[src/vga_params.svh]
`ifndef VGA_PARAMS_SVH
`define VGA_PARAMS_SVH

// Horizontal raster in pixels
`define H_ACTIVE 1280
`define H_FRONT 32
`define H_SYNC 192
`define H_BACK 96

// Vertical raster in lines
`define V_ACTIVE 480
`define V_FRONT 10
`define V_SYNC 2
`define V_BACK 33

`define HCOUNT_W 11
`define VCOUNT_W 10
`define COORD_W 11

// Clocks from scan position to RGB at the pins
`define PIXEL_LATENCY 2

// Background row bands
`define SKY_LAST_ROW 279
`define GROUND_LINE_ROW 280
`define LIGHT_GROUND_LAST_ROW 300

`define SKY_DAY_R 8'd135
`define SKY_DAY_G 8'd206
`define SKY_DAY_B 8'd235
`define SKY_NIGHT_R 8'd10
`define SKY_NIGHT_G 8'd10
`define SKY_NIGHT_B 8'd40
`define LIGHT_GROUND_R 8'd139
`define LIGHT_GROUND_G 8'd69
`define LIGHT_GROUND_B 8'd19
`define DARK_GROUND_R 8'd100
`define DARK_GROUND_G 8'd40
`define DARK_GROUND_B 8'd10

// Completed frames between sky toggles
`define DAY_NIGHT_FRAMES 2

`define SPRITE_SIZE 16
// Magenta and white both read as see-through
`define TRANSPARENT_KEY_A 16'hF81F
`define TRANSPARENT_KEY_B 16'hFFFF

`define FONT_SIZE 8

`endif
[src/sprite_rom.hex]
// One sprite row per line, top row first
// Sixteen RGB565 words per row, column 0 in the leftmost four digits
F81FF81FF81FF81FF81F294529452945294529452945F81FF81FF81FF81FF81F
F81FF81FF81FF81F294507E007E007E007E007E007E02945F81FF81FF81FF81F
F81FF81FF81F294507E007E0F80007E007E0F80007E007E02945F81FF81FF81F
F81FF81F294507E007E007E007E007E007E007E007E007E007E02945F81FF81F
F81F294507E007E007E0FFFFFFFF07E007E0FFFFFFFF07E007E007E02945F81F
F81F294507E007E007E0FFFF294507E007E0FFFF294507E007E007E02945F81F
294507E007E007E007E007E007E007E007E007E007E007E007E007E007E02945
294507E007E0841F841F841F841F841F841F841F841F841F841F07E007E02945
294507E007E0841FFD20FD20FD20FD20FD20FD20FD20FD20841F07E007E02945
294507E007E0841F841F841F841F841F841F841F841F841F841F07E007E02945
F81F294507E007E007E007E007E007E007E007E007E007E007E007E02945F81F
F81F294507E007E007E007E007E007E007E007E007E007E007E007E02945F81F
F81FF81F294507E007E007E0294529452945294507E007E007E02945F81FF81F
F81FF81F2945F800F8002945F81FF81FF81FF81F2945F800F8002945F81FF81F
F81FF81F2945F800F8002945F81FF81FF81FF81F2945F800F8002945F81FF81F
F81FF81FF81F29452945F81FF81FF81FF81FF81FF81F29452945F81FF81FF81F

[src/display_pkg.sv]
package display_pkg;

    localparam int PIXEL_W = 16;

    // RGB565 layout, red in the top bits
    typedef struct packed {
        logic [4:0] red;
        logic [5:0] green;
        logic [4:0] blue;
    } rgb565_t;

    // Sprite word, compared whole against the keys or split into channels
    typedef union packed {
        logic [PIXEL_W-1:0] raw;
        rgb565_t            fields;
    } pixel565_u;

    // Channel widening to 8 bits, low bits zero
    function automatic logic [7:0] widen5(input logic [4:0] value);
        return {value, 3'b000};
    endfunction

    function automatic logic [7:0] widen6(input logic [5:0] value);
        return {value, 2'b00};
    endfunction

endpackage

[src/bus_pkg.sv]
package bus_pkg;

    localparam int BUS_ADDR_W = 9;
    localparam int BUS_DATA_W = 32;

    typedef logic [BUS_ADDR_W-1:0] bus_addr_t;

    // Register map, one word per register
    localparam bus_addr_t REG_SPRITE_X = 9'd0;
    localparam bus_addr_t REG_SPRITE_Y = 9'd1;
    localparam bus_addr_t REG_SCORE    = 9'd2;
    localparam bus_addr_t REG_SCORE_X  = 9'd3;
    localparam bus_addr_t REG_SCORE_Y  = 9'd4;

endpackage

[src/display_ifs.sv]
`timescale 1ns/100ps
`include "vga_params.svh"

// Scan position broadcast from the timing generator
interface scan_if;
    logic [`HCOUNT_W-1:0] hcount;
    logic [`VCOUNT_W-1:0] vcount;
    logic                 active;
    logic                 frame_start;

    modport source (output hcount, vcount, active, frame_start);
    modport sink (input hcount, vcount, active, frame_start);
endinterface

// Bus-written layer positions and score
interface layer_regs_if;
    logic [`COORD_W-1:0] sprite_x;
    logic [`COORD_W-1:0] sprite_y;
    logic [3:0]          score;
    logic [`COORD_W-1:0] score_x;
    logic [`COORD_W-1:0] score_y;

    modport regs (output sprite_x, sprite_y, score, score_x, score_y);
    modport layer (input sprite_x, sprite_y, score, score_x, score_y);
endinterface

[src/vga_game_top.sv]
`timescale 1ns/100ps

module vga_game_top (
    input  logic                          clk,
    input  logic                          reset,
    input  logic                          chipselect,
    input  logic                          write,
    input  logic [bus_pkg::BUS_ADDR_W-1:0] address,
    input  logic [bus_pkg::BUS_DATA_W-1:0] writedata,
    output logic [7:0]                    vga_r,
    output logic [7:0]                    vga_g,
    output logic [7:0]                    vga_b,
    output logic                          vga_hs,
    output logic                          vga_vs,
    output logic                          vga_blank_n,
    output logic                          vga_clk
);

    scan_if       scan ();
    layer_regs_if regs ();

    // Background and sprite-mixed colour between the layers
    logic [7:0] bg_r, bg_g, bg_b;
    logic [7:0] mix_r, mix_g, mix_b;

    vga_timing vga_timing_inst (
        .clk         (clk),
        .reset       (reset),
        .scan        (scan),
        .vga_hs      (vga_hs),
        .vga_vs      (vga_vs),
        .vga_blank_n (vga_blank_n),
        .vga_clk     (vga_clk)
    );

    control_regs control_regs_inst (
        .clk        (clk),
        .reset      (reset),
        .chipselect (chipselect),
        .write      (write),
        .address    (address),
        .writedata  (writedata),
        .regs       (regs)
    );

    sky_ground sky_ground_inst (
        .clk   (clk),
        .reset (reset),
        .scan  (scan),
        .bg_r  (bg_r),
        .bg_g  (bg_g),
        .bg_b  (bg_b)
    );

    sprite_layer sprite_layer_inst (
        .clk   (clk),
        .reset (reset),
        .scan  (scan),
        .regs  (regs),
        .bg_r  (bg_r),
        .bg_g  (bg_g),
        .bg_b  (bg_b),
        .mix_r (mix_r),
        .mix_g (mix_g),
        .mix_b (mix_b)
    );

    score_overlay score_overlay_inst (
        .clk   (clk),
        .reset (reset),
        .scan  (scan),
        .regs  (regs),
        .mix_r (mix_r),
        .mix_g (mix_g),
        .mix_b (mix_b),
        .vga_r (vga_r),
        .vga_g (vga_g),
        .vga_b (vga_b)
    );

endmodule

[src/score_overlay.sv]
`timescale 1ns/100ps
`include "vga_params.svh"

module score_overlay (
    input  logic        clk,
    input  logic        reset,
    scan_if.sink        scan,
    layer_regs_if.layer regs,
    input  logic [7:0]  mix_r,
    input  logic [7:0]  mix_g,
    input  logic [7:0]  mix_b,
    output logic [7:0]  vga_r,
    output logic [7:0]  vga_g,
    output logic [7:0]  vga_b
);

    localparam int CW     = `COORD_W;
    localparam int FI     = $clog2(`FONT_SIZE);
    localparam int GLYPH_W = `FONT_SIZE * `FONT_SIZE;

    // Glyph rows top to bottom from the MSB, leftmost column is bit 7
    logic [GLYPH_W-1:0] font_rom [0:9];

    initial begin
        font_rom[0] = 64'h3C66_6E7E_7666_3C00;
        font_rom[1] = 64'h1838_1818_1818_7E00;
        font_rom[2] = 64'h3C66_061C_3066_7E00;
        font_rom[3] = 64'h3C66_061C_0666_3C00;
        font_rom[4] = 64'h0C1C_2C4C_7E0C_0C00;
        font_rom[5] = 64'h7E60_7C06_0666_3C00;
        font_rom[6] = 64'h3C66_607C_6666_3C00;
        font_rom[7] = 64'h7E06_0C18_3030_3000;
        font_rom[8] = 64'h3C66_663C_6666_3C00;
        font_rom[9] = 64'h3C66_663E_0666_3C00;
    end

    logic [CW-1:0]         col_off, row_off;
    logic                  in_box;
    logic                  digit_ok;
    logic [GLYPH_W-1:0]    glyph;
    logic [`FONT_SIZE-1:0] glyph_row;
    logic                  font_hit;
    logic                  font_q;
    logic                  active_q;

    assign col_off = CW'(scan.hcount) - regs.score_x;
    assign row_off = CW'(scan.vcount) - regs.score_y;

    assign in_box = (CW'(scan.hcount) >= regs.score_x) && (col_off < `FONT_SIZE)
                 && (CW'(scan.vcount) >= regs.score_y) && (row_off < `FONT_SIZE);

    // Scores above nine have no glyph
    assign digit_ok  = (regs.score <= 4'd9);
    assign glyph     = digit_ok ? font_rom[regs.score] : '0;
    assign glyph_row = glyph[(`FONT_SIZE - 1 - row_off[FI-1:0]) * `FONT_SIZE +: `FONT_SIZE];
    assign font_hit  = in_box && glyph_row[`FONT_SIZE - 1 - col_off[FI-1:0]];

    // Stage 1
    always_ff @(posedge clk or posedge reset) begin
        if (reset) begin
            font_q   <= 1'b0;
            active_q <= 1'b0;
        end else begin
            font_q   <= font_hit;
            active_q <= scan.active;
        end
    end

    // Stage 2, digit ink is black
    always_ff @(posedge clk or posedge reset) begin
        if (reset) begin
            {vga_r, vga_g, vga_b} <= 24'h000000;
        end else if (!active_q || font_q) begin
            {vga_r, vga_g, vga_b} <= 24'h000000;
        end else begin
            {vga_r, vga_g, vga_b} <= {mix_r, mix_g, mix_b};
        end
    end

endmodule

[src/sprite_layer.sv]
`timescale 1ns/100ps
`include "vga_params.svh"

module sprite_layer (
    input  logic        clk,
    input  logic        reset,
    scan_if.sink        scan,
    layer_regs_if.layer regs,
    input  logic [7:0]  bg_r,
    input  logic [7:0]  bg_g,
    input  logic [7:0]  bg_b,
    output logic [7:0]  mix_r,
    output logic [7:0]  mix_g,
    output logic [7:0]  mix_b
);
    import display_pkg::*;

    localparam int CW    = `COORD_W;
    localparam int IDX_W = $clog2(`SPRITE_SIZE);
    localparam int ROW_W = `SPRITE_SIZE * PIXEL_W;

    // One word per sprite row, column 0 in the top 16 bits
    logic [ROW_W-1:0] sprite_rom [0:`SPRITE_SIZE-1];

    initial begin
        $readmemh("/design/src/sprite_rom.hex", sprite_rom);
    end

    logic [CW-1:0]    col_off, row_off;
    logic             in_box;
    logic [ROW_W-1:0] row_q;
    logic [IDX_W-1:0] col_q;
    logic             hit_q;
    logic [7:0]       bg_r_q, bg_g_q, bg_b_q;
    pixel565_u        pix;
    logic             opaque;

    assign col_off = CW'(scan.hcount) - regs.sprite_x;
    assign row_off = CW'(scan.vcount) - regs.sprite_y;

    assign in_box = (CW'(scan.hcount) >= regs.sprite_x) && (col_off < `SPRITE_SIZE)
                 && (CW'(scan.vcount) >= regs.sprite_y) && (row_off < `SPRITE_SIZE);

    // Stage 1
    always_ff @(posedge clk or posedge reset) begin
        if (reset) begin
            hit_q <= 1'b0;
        end else begin
            hit_q <= in_box;
        end
    end

    always_ff @(posedge clk) begin
        row_q  <= sprite_rom[row_off[IDX_W-1:0]];
        col_q  <= col_off[IDX_W-1:0];
        bg_r_q <= bg_r;
        bg_g_q <= bg_g;
        bg_b_q <= bg_b;
    end

    assign pix.raw = row_q[(`SPRITE_SIZE - 1 - col_q) * PIXEL_W +: PIXEL_W];
    assign opaque  = (pix.raw != `TRANSPARENT_KEY_A) && (pix.raw != `TRANSPARENT_KEY_B);

    always_comb begin
        if (hit_q && opaque) begin
            mix_r = widen5(pix.fields.red);
            mix_g = widen6(pix.fields.green);
            mix_b = widen5(pix.fields.blue);
        end else begin
            mix_r = bg_r_q;
            mix_g = bg_g_q;
            mix_b = bg_b_q;
        end
    end

endmodule

[src/sky_ground.sv]
`timescale 1ns/100ps
`include "vga_params.svh"

module sky_ground (
    input  logic       clk,
    input  logic       reset,
    scan_if.sink       scan,
    output logic [7:0] bg_r,
    output logic [7:0] bg_g,
    output logic [7:0] bg_b
);

    localparam int CNT_W = $clog2(`DAY_NIGHT_FRAMES + 1);

    // Frames begun since the last sky change
    logic [CNT_W-1:0] frame_cnt;
    logic             night;
    logic             toggle;
    logic             night_now;

    assign toggle = scan.frame_start && (frame_cnt == CNT_W'(`DAY_NIGHT_FRAMES));

    always_ff @(posedge clk or posedge reset) begin
        if (reset) begin
            frame_cnt <= '0;
            night     <= 1'b0;
        end else if (scan.frame_start) begin
            if (toggle) begin
                night     <= ~night;
                frame_cnt <= CNT_W'(1);
            end else begin
                frame_cnt <= frame_cnt + 1'b1;
            end
        end
    end

    // First pixel of a toggling frame already sees the new sky
    assign night_now = night ^ toggle;

    always_comb begin
        if (scan.vcount <= `SKY_LAST_ROW) begin
            if (night_now) begin
                {bg_r, bg_g, bg_b} = {`SKY_NIGHT_R, `SKY_NIGHT_G, `SKY_NIGHT_B};
            end else begin
                {bg_r, bg_g, bg_b} = {`SKY_DAY_R, `SKY_DAY_G, `SKY_DAY_B};
            end
        end else if (scan.vcount == `GROUND_LINE_ROW) begin
            {bg_r, bg_g, bg_b} = 24'h000000;
        end else if (scan.vcount <= `LIGHT_GROUND_LAST_ROW) begin
            {bg_r, bg_g, bg_b} = {`LIGHT_GROUND_R, `LIGHT_GROUND_G, `LIGHT_GROUND_B};
        end else begin
            {bg_r, bg_g, bg_b} = {`DARK_GROUND_R, `DARK_GROUND_G, `DARK_GROUND_B};
        end
    end

endmodule

[src/control_regs.sv]
`timescale 1ns/100ps
`include "vga_params.svh"

module control_regs (
    input  logic                          clk,
    input  logic                          reset,
    input  logic                          chipselect,
    input  logic                          write,
    input  logic [bus_pkg::BUS_ADDR_W-1:0] address,
    input  logic [bus_pkg::BUS_DATA_W-1:0] writedata,
    layer_regs_if.regs                    regs
);
    import bus_pkg::*;

    localparam int CW = `COORD_W;

    logic wr_en;

    // No wait states, every selected write lands this cycle
    assign wr_en = chipselect && write;

    always_ff @(posedge clk or posedge reset) begin
        if (reset) begin
            regs.sprite_x <= CW'(100);
            regs.sprite_y <= CW'(248);
            regs.score    <= 4'd0;
            regs.score_x  <= CW'(25);
            regs.score_y  <= CW'(41);
        end else if (wr_en) begin
            case (address)
                REG_SPRITE_X: regs.sprite_x <= writedata[CW-1:0];
                REG_SPRITE_Y: regs.sprite_y <= writedata[CW-1:0];
                REG_SCORE:    regs.score    <= writedata[3:0];
                REG_SCORE_X:  regs.score_x  <= writedata[CW-1:0];
                REG_SCORE_Y:  regs.score_y  <= writedata[CW-1:0];
                // Unmapped addresses drop the write
                default: ;
            endcase
        end
    end

endmodule

[src/vga_timing.sv]
`timescale 1ns/100ps
`include "vga_params.svh"

module vga_timing (
    input  logic  clk,
    input  logic  reset,
    scan_if.source scan,
    output logic  vga_hs,
    output logic  vga_vs,
    output logic  vga_blank_n,
    output logic  vga_clk
);

    localparam int H_TOTAL = `H_ACTIVE + `H_FRONT + `H_SYNC + `H_BACK;
    localparam int V_TOTAL = `V_ACTIVE + `V_FRONT + `V_SYNC + `V_BACK;
    localparam int H_SYNC_START = `H_ACTIVE + `H_FRONT;
    localparam int V_SYNC_START = `V_ACTIVE + `V_FRONT;
    localparam int HW = `HCOUNT_W;
    localparam int VW = `VCOUNT_W;

    logic [HW-1:0] hcount;
    logic [VW-1:0] vcount;
    logic          end_of_line;
    logic          end_of_field;
    logic          hs_now, vs_now, active_now;

    // Sync and blank delay lines, oldest stage drives the pins
    logic [`PIXEL_LATENCY-1:0] hs_pipe;
    logic [`PIXEL_LATENCY-1:0] vs_pipe;
    logic [`PIXEL_LATENCY-1:0] blank_pipe;

    assign end_of_line  = (hcount == HW'(H_TOTAL - 1));
    assign end_of_field = (vcount == VW'(V_TOTAL - 1));

    always_ff @(posedge clk or posedge reset) begin
        if (reset) begin
            hcount <= '0;
            vcount <= '0;
        end else if (end_of_line) begin
            hcount <= '0;
            vcount <= end_of_field ? '0 : vcount + 1'b1;
        end else begin
            hcount <= hcount + 1'b1;
        end
    end

    // Syncs are active low
    assign hs_now = !((hcount >= H_SYNC_START) && (hcount < H_SYNC_START + `H_SYNC));
    assign vs_now = !((vcount >= V_SYNC_START) && (vcount < V_SYNC_START + `V_SYNC));
    assign active_now = (hcount < `H_ACTIVE) && (vcount < `V_ACTIVE);

    assign scan.hcount      = hcount;
    assign scan.vcount      = vcount;
    assign scan.active      = active_now;
    assign scan.frame_start = (hcount == '0) && (vcount == '0);

    always_ff @(posedge clk or posedge reset) begin
        if (reset) begin
            hs_pipe    <= '1;
            vs_pipe    <= '1;
            blank_pipe <= '0;
        end else begin
            hs_pipe    <= {hs_pipe[`PIXEL_LATENCY-2:0], hs_now};
            vs_pipe    <= {vs_pipe[`PIXEL_LATENCY-2:0], vs_now};
            blank_pipe <= {blank_pipe[`PIXEL_LATENCY-2:0], active_now};
        end
    end

    assign vga_hs      = hs_pipe[`PIXEL_LATENCY-1];
    assign vga_vs      = vs_pipe[`PIXEL_LATENCY-1];
    assign vga_blank_n = blank_pipe[`PIXEL_LATENCY-1];
    // Half-rate pixel clock for the DAC
    assign vga_clk     = hcount[0];

endmodule

[config.mk]
export PLATFORM = sky130hd
export DESIGN_NAME = vga_game_top
export DESIGN_NICKNAME = d
export VERILOG_FILES = /design/src/display_pkg.sv /design/src/bus_pkg.sv /design/src/display_ifs.sv /design/src/vga_game_top.sv /design/src/score_overlay.sv /design/src/sprite_layer.sv /design/src/sky_ground.sv /design/src/control_regs.sv /design/src/vga_timing.sv
export VERILOG_INCLUDE_DIRS = /design/src
export SDC_FILE = /design/constraint.sdc
export NUM_CORES = 1
export LEC_CHECK = 0
export BUFFER_PORTS_ARGS = -buffer_cell sky130_fd_sc_hd__buf_2
export CAP_MARGIN = 20
export CORE_ASPECT_RATIO = 1.4
export CORE_UTILIZATION = 40
export CTS_CLUSTER_DIAMETER = 40
export DETAILED_ROUTE_END_ITERATION = 10
export PLACE_DENSITY_LB_ADDON = 0.15
export SETUP_SLACK_MARGIN = 0.4
export SLEW_MARGIN = 20
export SYNTH_ARGS = -nofsm -noshare
export SYNTH_HDL_FRONTEND = slang
export SYNTH_MEMORY_MAX_BITS = 65536
export SYNTH_SLANG_ARGS = --single-unit
export TNS_END_PERCENT = 5
[constraint.sdc]
create_clock -name clk -period 2.85 [get_ports clk]
set_input_delay 0.1425 -clock clk [delete_from_list [all_inputs] [get_ports clk]]
set_output_delay 0.1425 -clock clk [all_outputs]
set_load 0.02 [all_outputs]
==> reports/qor.yml <==
final_layout:
  finalNetCount: 700
  final_area_mm2: 0.00589
  areaGrowthSynthToFinish_pct: 17.0
  utilization: 0.478
  drive_above_1_share: 0.230
  antenna_cells: 0
min_path:
  hold_class: "primary input to asynchronous set/reset pin"
sta:
  drv_slew: 0
  whs_ps: -10.6
  fin_crit_ps: 2640
  fin_tns_setup_ps: 0
  rsz0062_at_grt: "true"
  layout_setup_ws_ps: 211
  fmax_ghz: 0.379
  tightest_slew_ps: 885
  finalHoldViolations: 24
  slew_headroom: 0.409
  setup_viol: 0
  fin_crit_sh: 0.926
  fin_skew_ps: 8.17
floorplan:
  initial_utilization: 0.409
  die_area_mm2: 0.0130
  die_y_um: 135
  core-area_mm2: 0.0123
  fp-row-count: 48
  die_w_um: 96.8
  io_pins: 73
route:
  dr.pass1.iters: 7
  vias: 4307
  wl_per_cell_um: 16.5
  vias_per_cell: 5.55
  drc: 0
  ant_nets: 0
  first_iter_violations: 280
  wl_um: 12800
clock_tree:
  clk_latency_ps: 350
  cts_tree: "built"
  clkSinkCount: 77
  cts_root_buf: "clkbuf_16"
  clockBufferDepth: 2
  hold_buffers: 0
  numCtsBuffers: 9
  htree_levels: 3
  cts.clk_slew.worst_paths_ps: 60
synth:
  yosysSeqAreaShare: 0.375
  synth.cell_area_mm2: 0.00504
  syn_inst: 573
  synth_cell_type_count: 65
  synth-main-ff-cell: "dfrtp_1"
  synth-edff-count: 0
  async_flop_share: 0.870
  ys_warn_count: 0
  ys_ff_latch: 77
  avgSynthCellArea_um2: 8.79
worst_setup_path:
  end_kind: "flip-flop"
  cp.required_ps: 3130
  critPathKind: "flip-flop to flip-flop"
  start_kind: "flip-flop"
  cp.arrival_ps: 2920
  cp_max_fo: 3
power:
  powerDensity_mw_per_mm2: 416
  ir_drop_uv: 298
  p_leak_nw: 2.60
placed_design:
  dp_slack_ps: 107
  portBuffers: 48
  hpwl_um: 9600
  gp_congestion: 0.884
  place_area_mm2: 0.00548
global_routing:
  grt_use_total: 0.204
  grt-ovfl-total: 0
  grt_pass1_wl_um: 20900
  grt_pass1_vias: 4258
  grt_max_degree: 41
  grt_antenna_before_repair: 0
run_status:
  status: "complete, but fails checks"
  violations: "negative hold slack"
job:
  cap_violations: 0
==> layout by cell type (no fill, tap or decap), types with 4 or more instances in the layout <==
master	instances
xor2_1	7
mux2i_1	5
a21oi_1	23
xnor2_1	11
or3_1	4
nor3_1	12
mux2_1	4
nand4_1	12
nor4_1	6
and2_1	11
and3_1	10
dfxtp_1	10
buf_4	27
inv_2	4
nor2b_1	11
ha_1	29
o21ai_0	43
clkbuf_16	9
nand3_1	20
o21a_1	8
a31oi_1	6
inv_1	38
mux2_2	13
nand2_1	36
nand2b_1	14
dfstp_2	10
buf_2	48
nor2_1	45
dfrtp_1	56
==> timing repair <==
item | 4_1_cts | 5_1_grt
cloned | 0 | 0
gates resized for setup | 15 | 12
pin swaps | 7 | 6
setup buffers | 1 | 0
endpoints found under the setup margin | 1 | 3
==> sequential cells by signal, indices dropped and copies added (netlist names) <==
name / count
control_regs_inst.regs.score: 4
control_regs_inst.regs.score_x: 11
control_regs_inst.regs.score_y: 11
score_overlay_inst.font_q: 1
score_overlay_inst.vga_b: 2
score_overlay_inst.vga_g: 3
score_overlay_inst.vga_r: 5
sky_ground_inst.frame_cnt: 2
sky_ground_inst.night: 1
sprite_layer_inst.bg_b_q: 2
sprite_layer_inst.bg_g_q: 3
sprite_layer_inst.bg_r_q: 5
vga_timing_inst.blank_pipe: 2
vga_timing_inst.hs_pipe: 2
vga_timing_inst.scan.hcount: 11
vga_timing_inst.scan.vcount: 10
vga_timing_inst.vs_pipe: 2
==> logic make-up (layout without fill, tap and decap cells) <==
group | after synthesis | count (layout) | synth area share
simple gates | 207 | 207 | 0.218
compound gates | 128 | 128 | 0.160
buf+inv | 84 | 135 | 0.0763
flops | 77 | 77 | 0.375
fa+ha+maj | 34 | 34 | 0.0875
mux | 22 | 22 | 0.0479
xor+xnor | 20 | 20 | 0.0348
other cells | 1 | 3 | 0.000745
==> synthesized netlist by cell type (6+ instances only) <==
master / count / area share
a21oi_1: 25 / 0.025
a31oi_1: 6 / 0.0075
and2_1: 11 / 0.014
and3_1: 10 / 0.012
buf_2: 7 / 0.0070
buf_4: 16 / 0.024
clkbuf_1: 19 / 0.014
dfrtp_1: 57 / 0.28
dfstp_2: 10 / 0.052
dfxtp_1: 10 / 0.040
ha_1: 32 / 0.080
inv_1: 42 / 0.031
mux2_2: 13 / 0.029
nand2_1: 36 / 0.027
nand2b_1: 14 / 0.017
nand3_1: 22 / 0.022
nand4_1: 12 / 0.015
nor2_1: 46 / 0.034
nor2b_1: 12 / 0.015
nor3_1: 12 / 0.012
nor4_1: 8 / 0.0099
o21a_1: 8 / 0.012
o21ai_0: 44 / 0.044
xnor2_1: 12 / 0.021
xor2_1: 8 / 0.014
==> where the power goes <==
group | total (mW) | internal [mW] | switching, mW
Combinational | 0.170 | 0.0690 | 0.101
Clock | 1.18 | 0.690 | 0.488
Sequential | 1.10 | 1.10 | 0.00447
==> layout make-up <==
class	instances	area, µm²
Clock buffer	9	225
Clock inverter	7	81.3
Fill cell	1187	6420
Inverter	42	158
Multi-Input combinational cell	414	2870
Sequential cell	77	1890
Tap cell	150	188
Timing Repair Buffer	77	474
==> path summary, 6_finish.rpt <==
kind | cells past startpoint | endpoint | slack [ps] | startpoint
worst max-delay path | 11 | score_overlay_inst.font_q | 210 | control_regs_inst.regs.score_y[0]
worst min-delay path | 2 | score_overlay_inst.vga_r[0] | -10 | reset
worst max register to register | 11 | score_overlay_inst.font_q | 210 | control_regs_inst.regs.score_y[0]
worst min register to register | 0 | vga_timing_inst.hs_pipe[1] | 360 | vga_timing_inst.hs_pipe[0]
max in group asynchronous | 3 | vga_timing_inst.hs_pipe[1] | 2130 | reset
min in group clk | 3 | control_regs_inst.regs.score_y[4] | 20 | writedata[4]
==> critical path: stages, from the launching register on <==
cell and delay [ps]:
dfstp_2 560, ha_4 130, inv_1 40, fa_2 380
nand3_2 90, a21boi_1 80, o21a_1 190, or3_1 330
a32oi_2 170, nand4_1 140, nor4_2 250, and4_1 200
==> per-layer routing <==
metal,vias up,track usage,routed length (µm)
met5,-,0,0
met4,0,0.0896,353
met3,25,0.0393,505
met2,96,0.371,6620
met1,2079,0.230,5320
li1,2107,-,-
==> through the flow <==
| step | power (mW) | instances |
|---|---|---|
| floorplan | 1.23 | 575 |
| finish | 2.45 | 776 |
| detailed placement | 1.29 | 759 |
| global route | 2.54 | 776 |
| CTS | 2.48 | 776 |
| global placement | 1.29 | 759 |
Power figures use the tool's default switching activity.
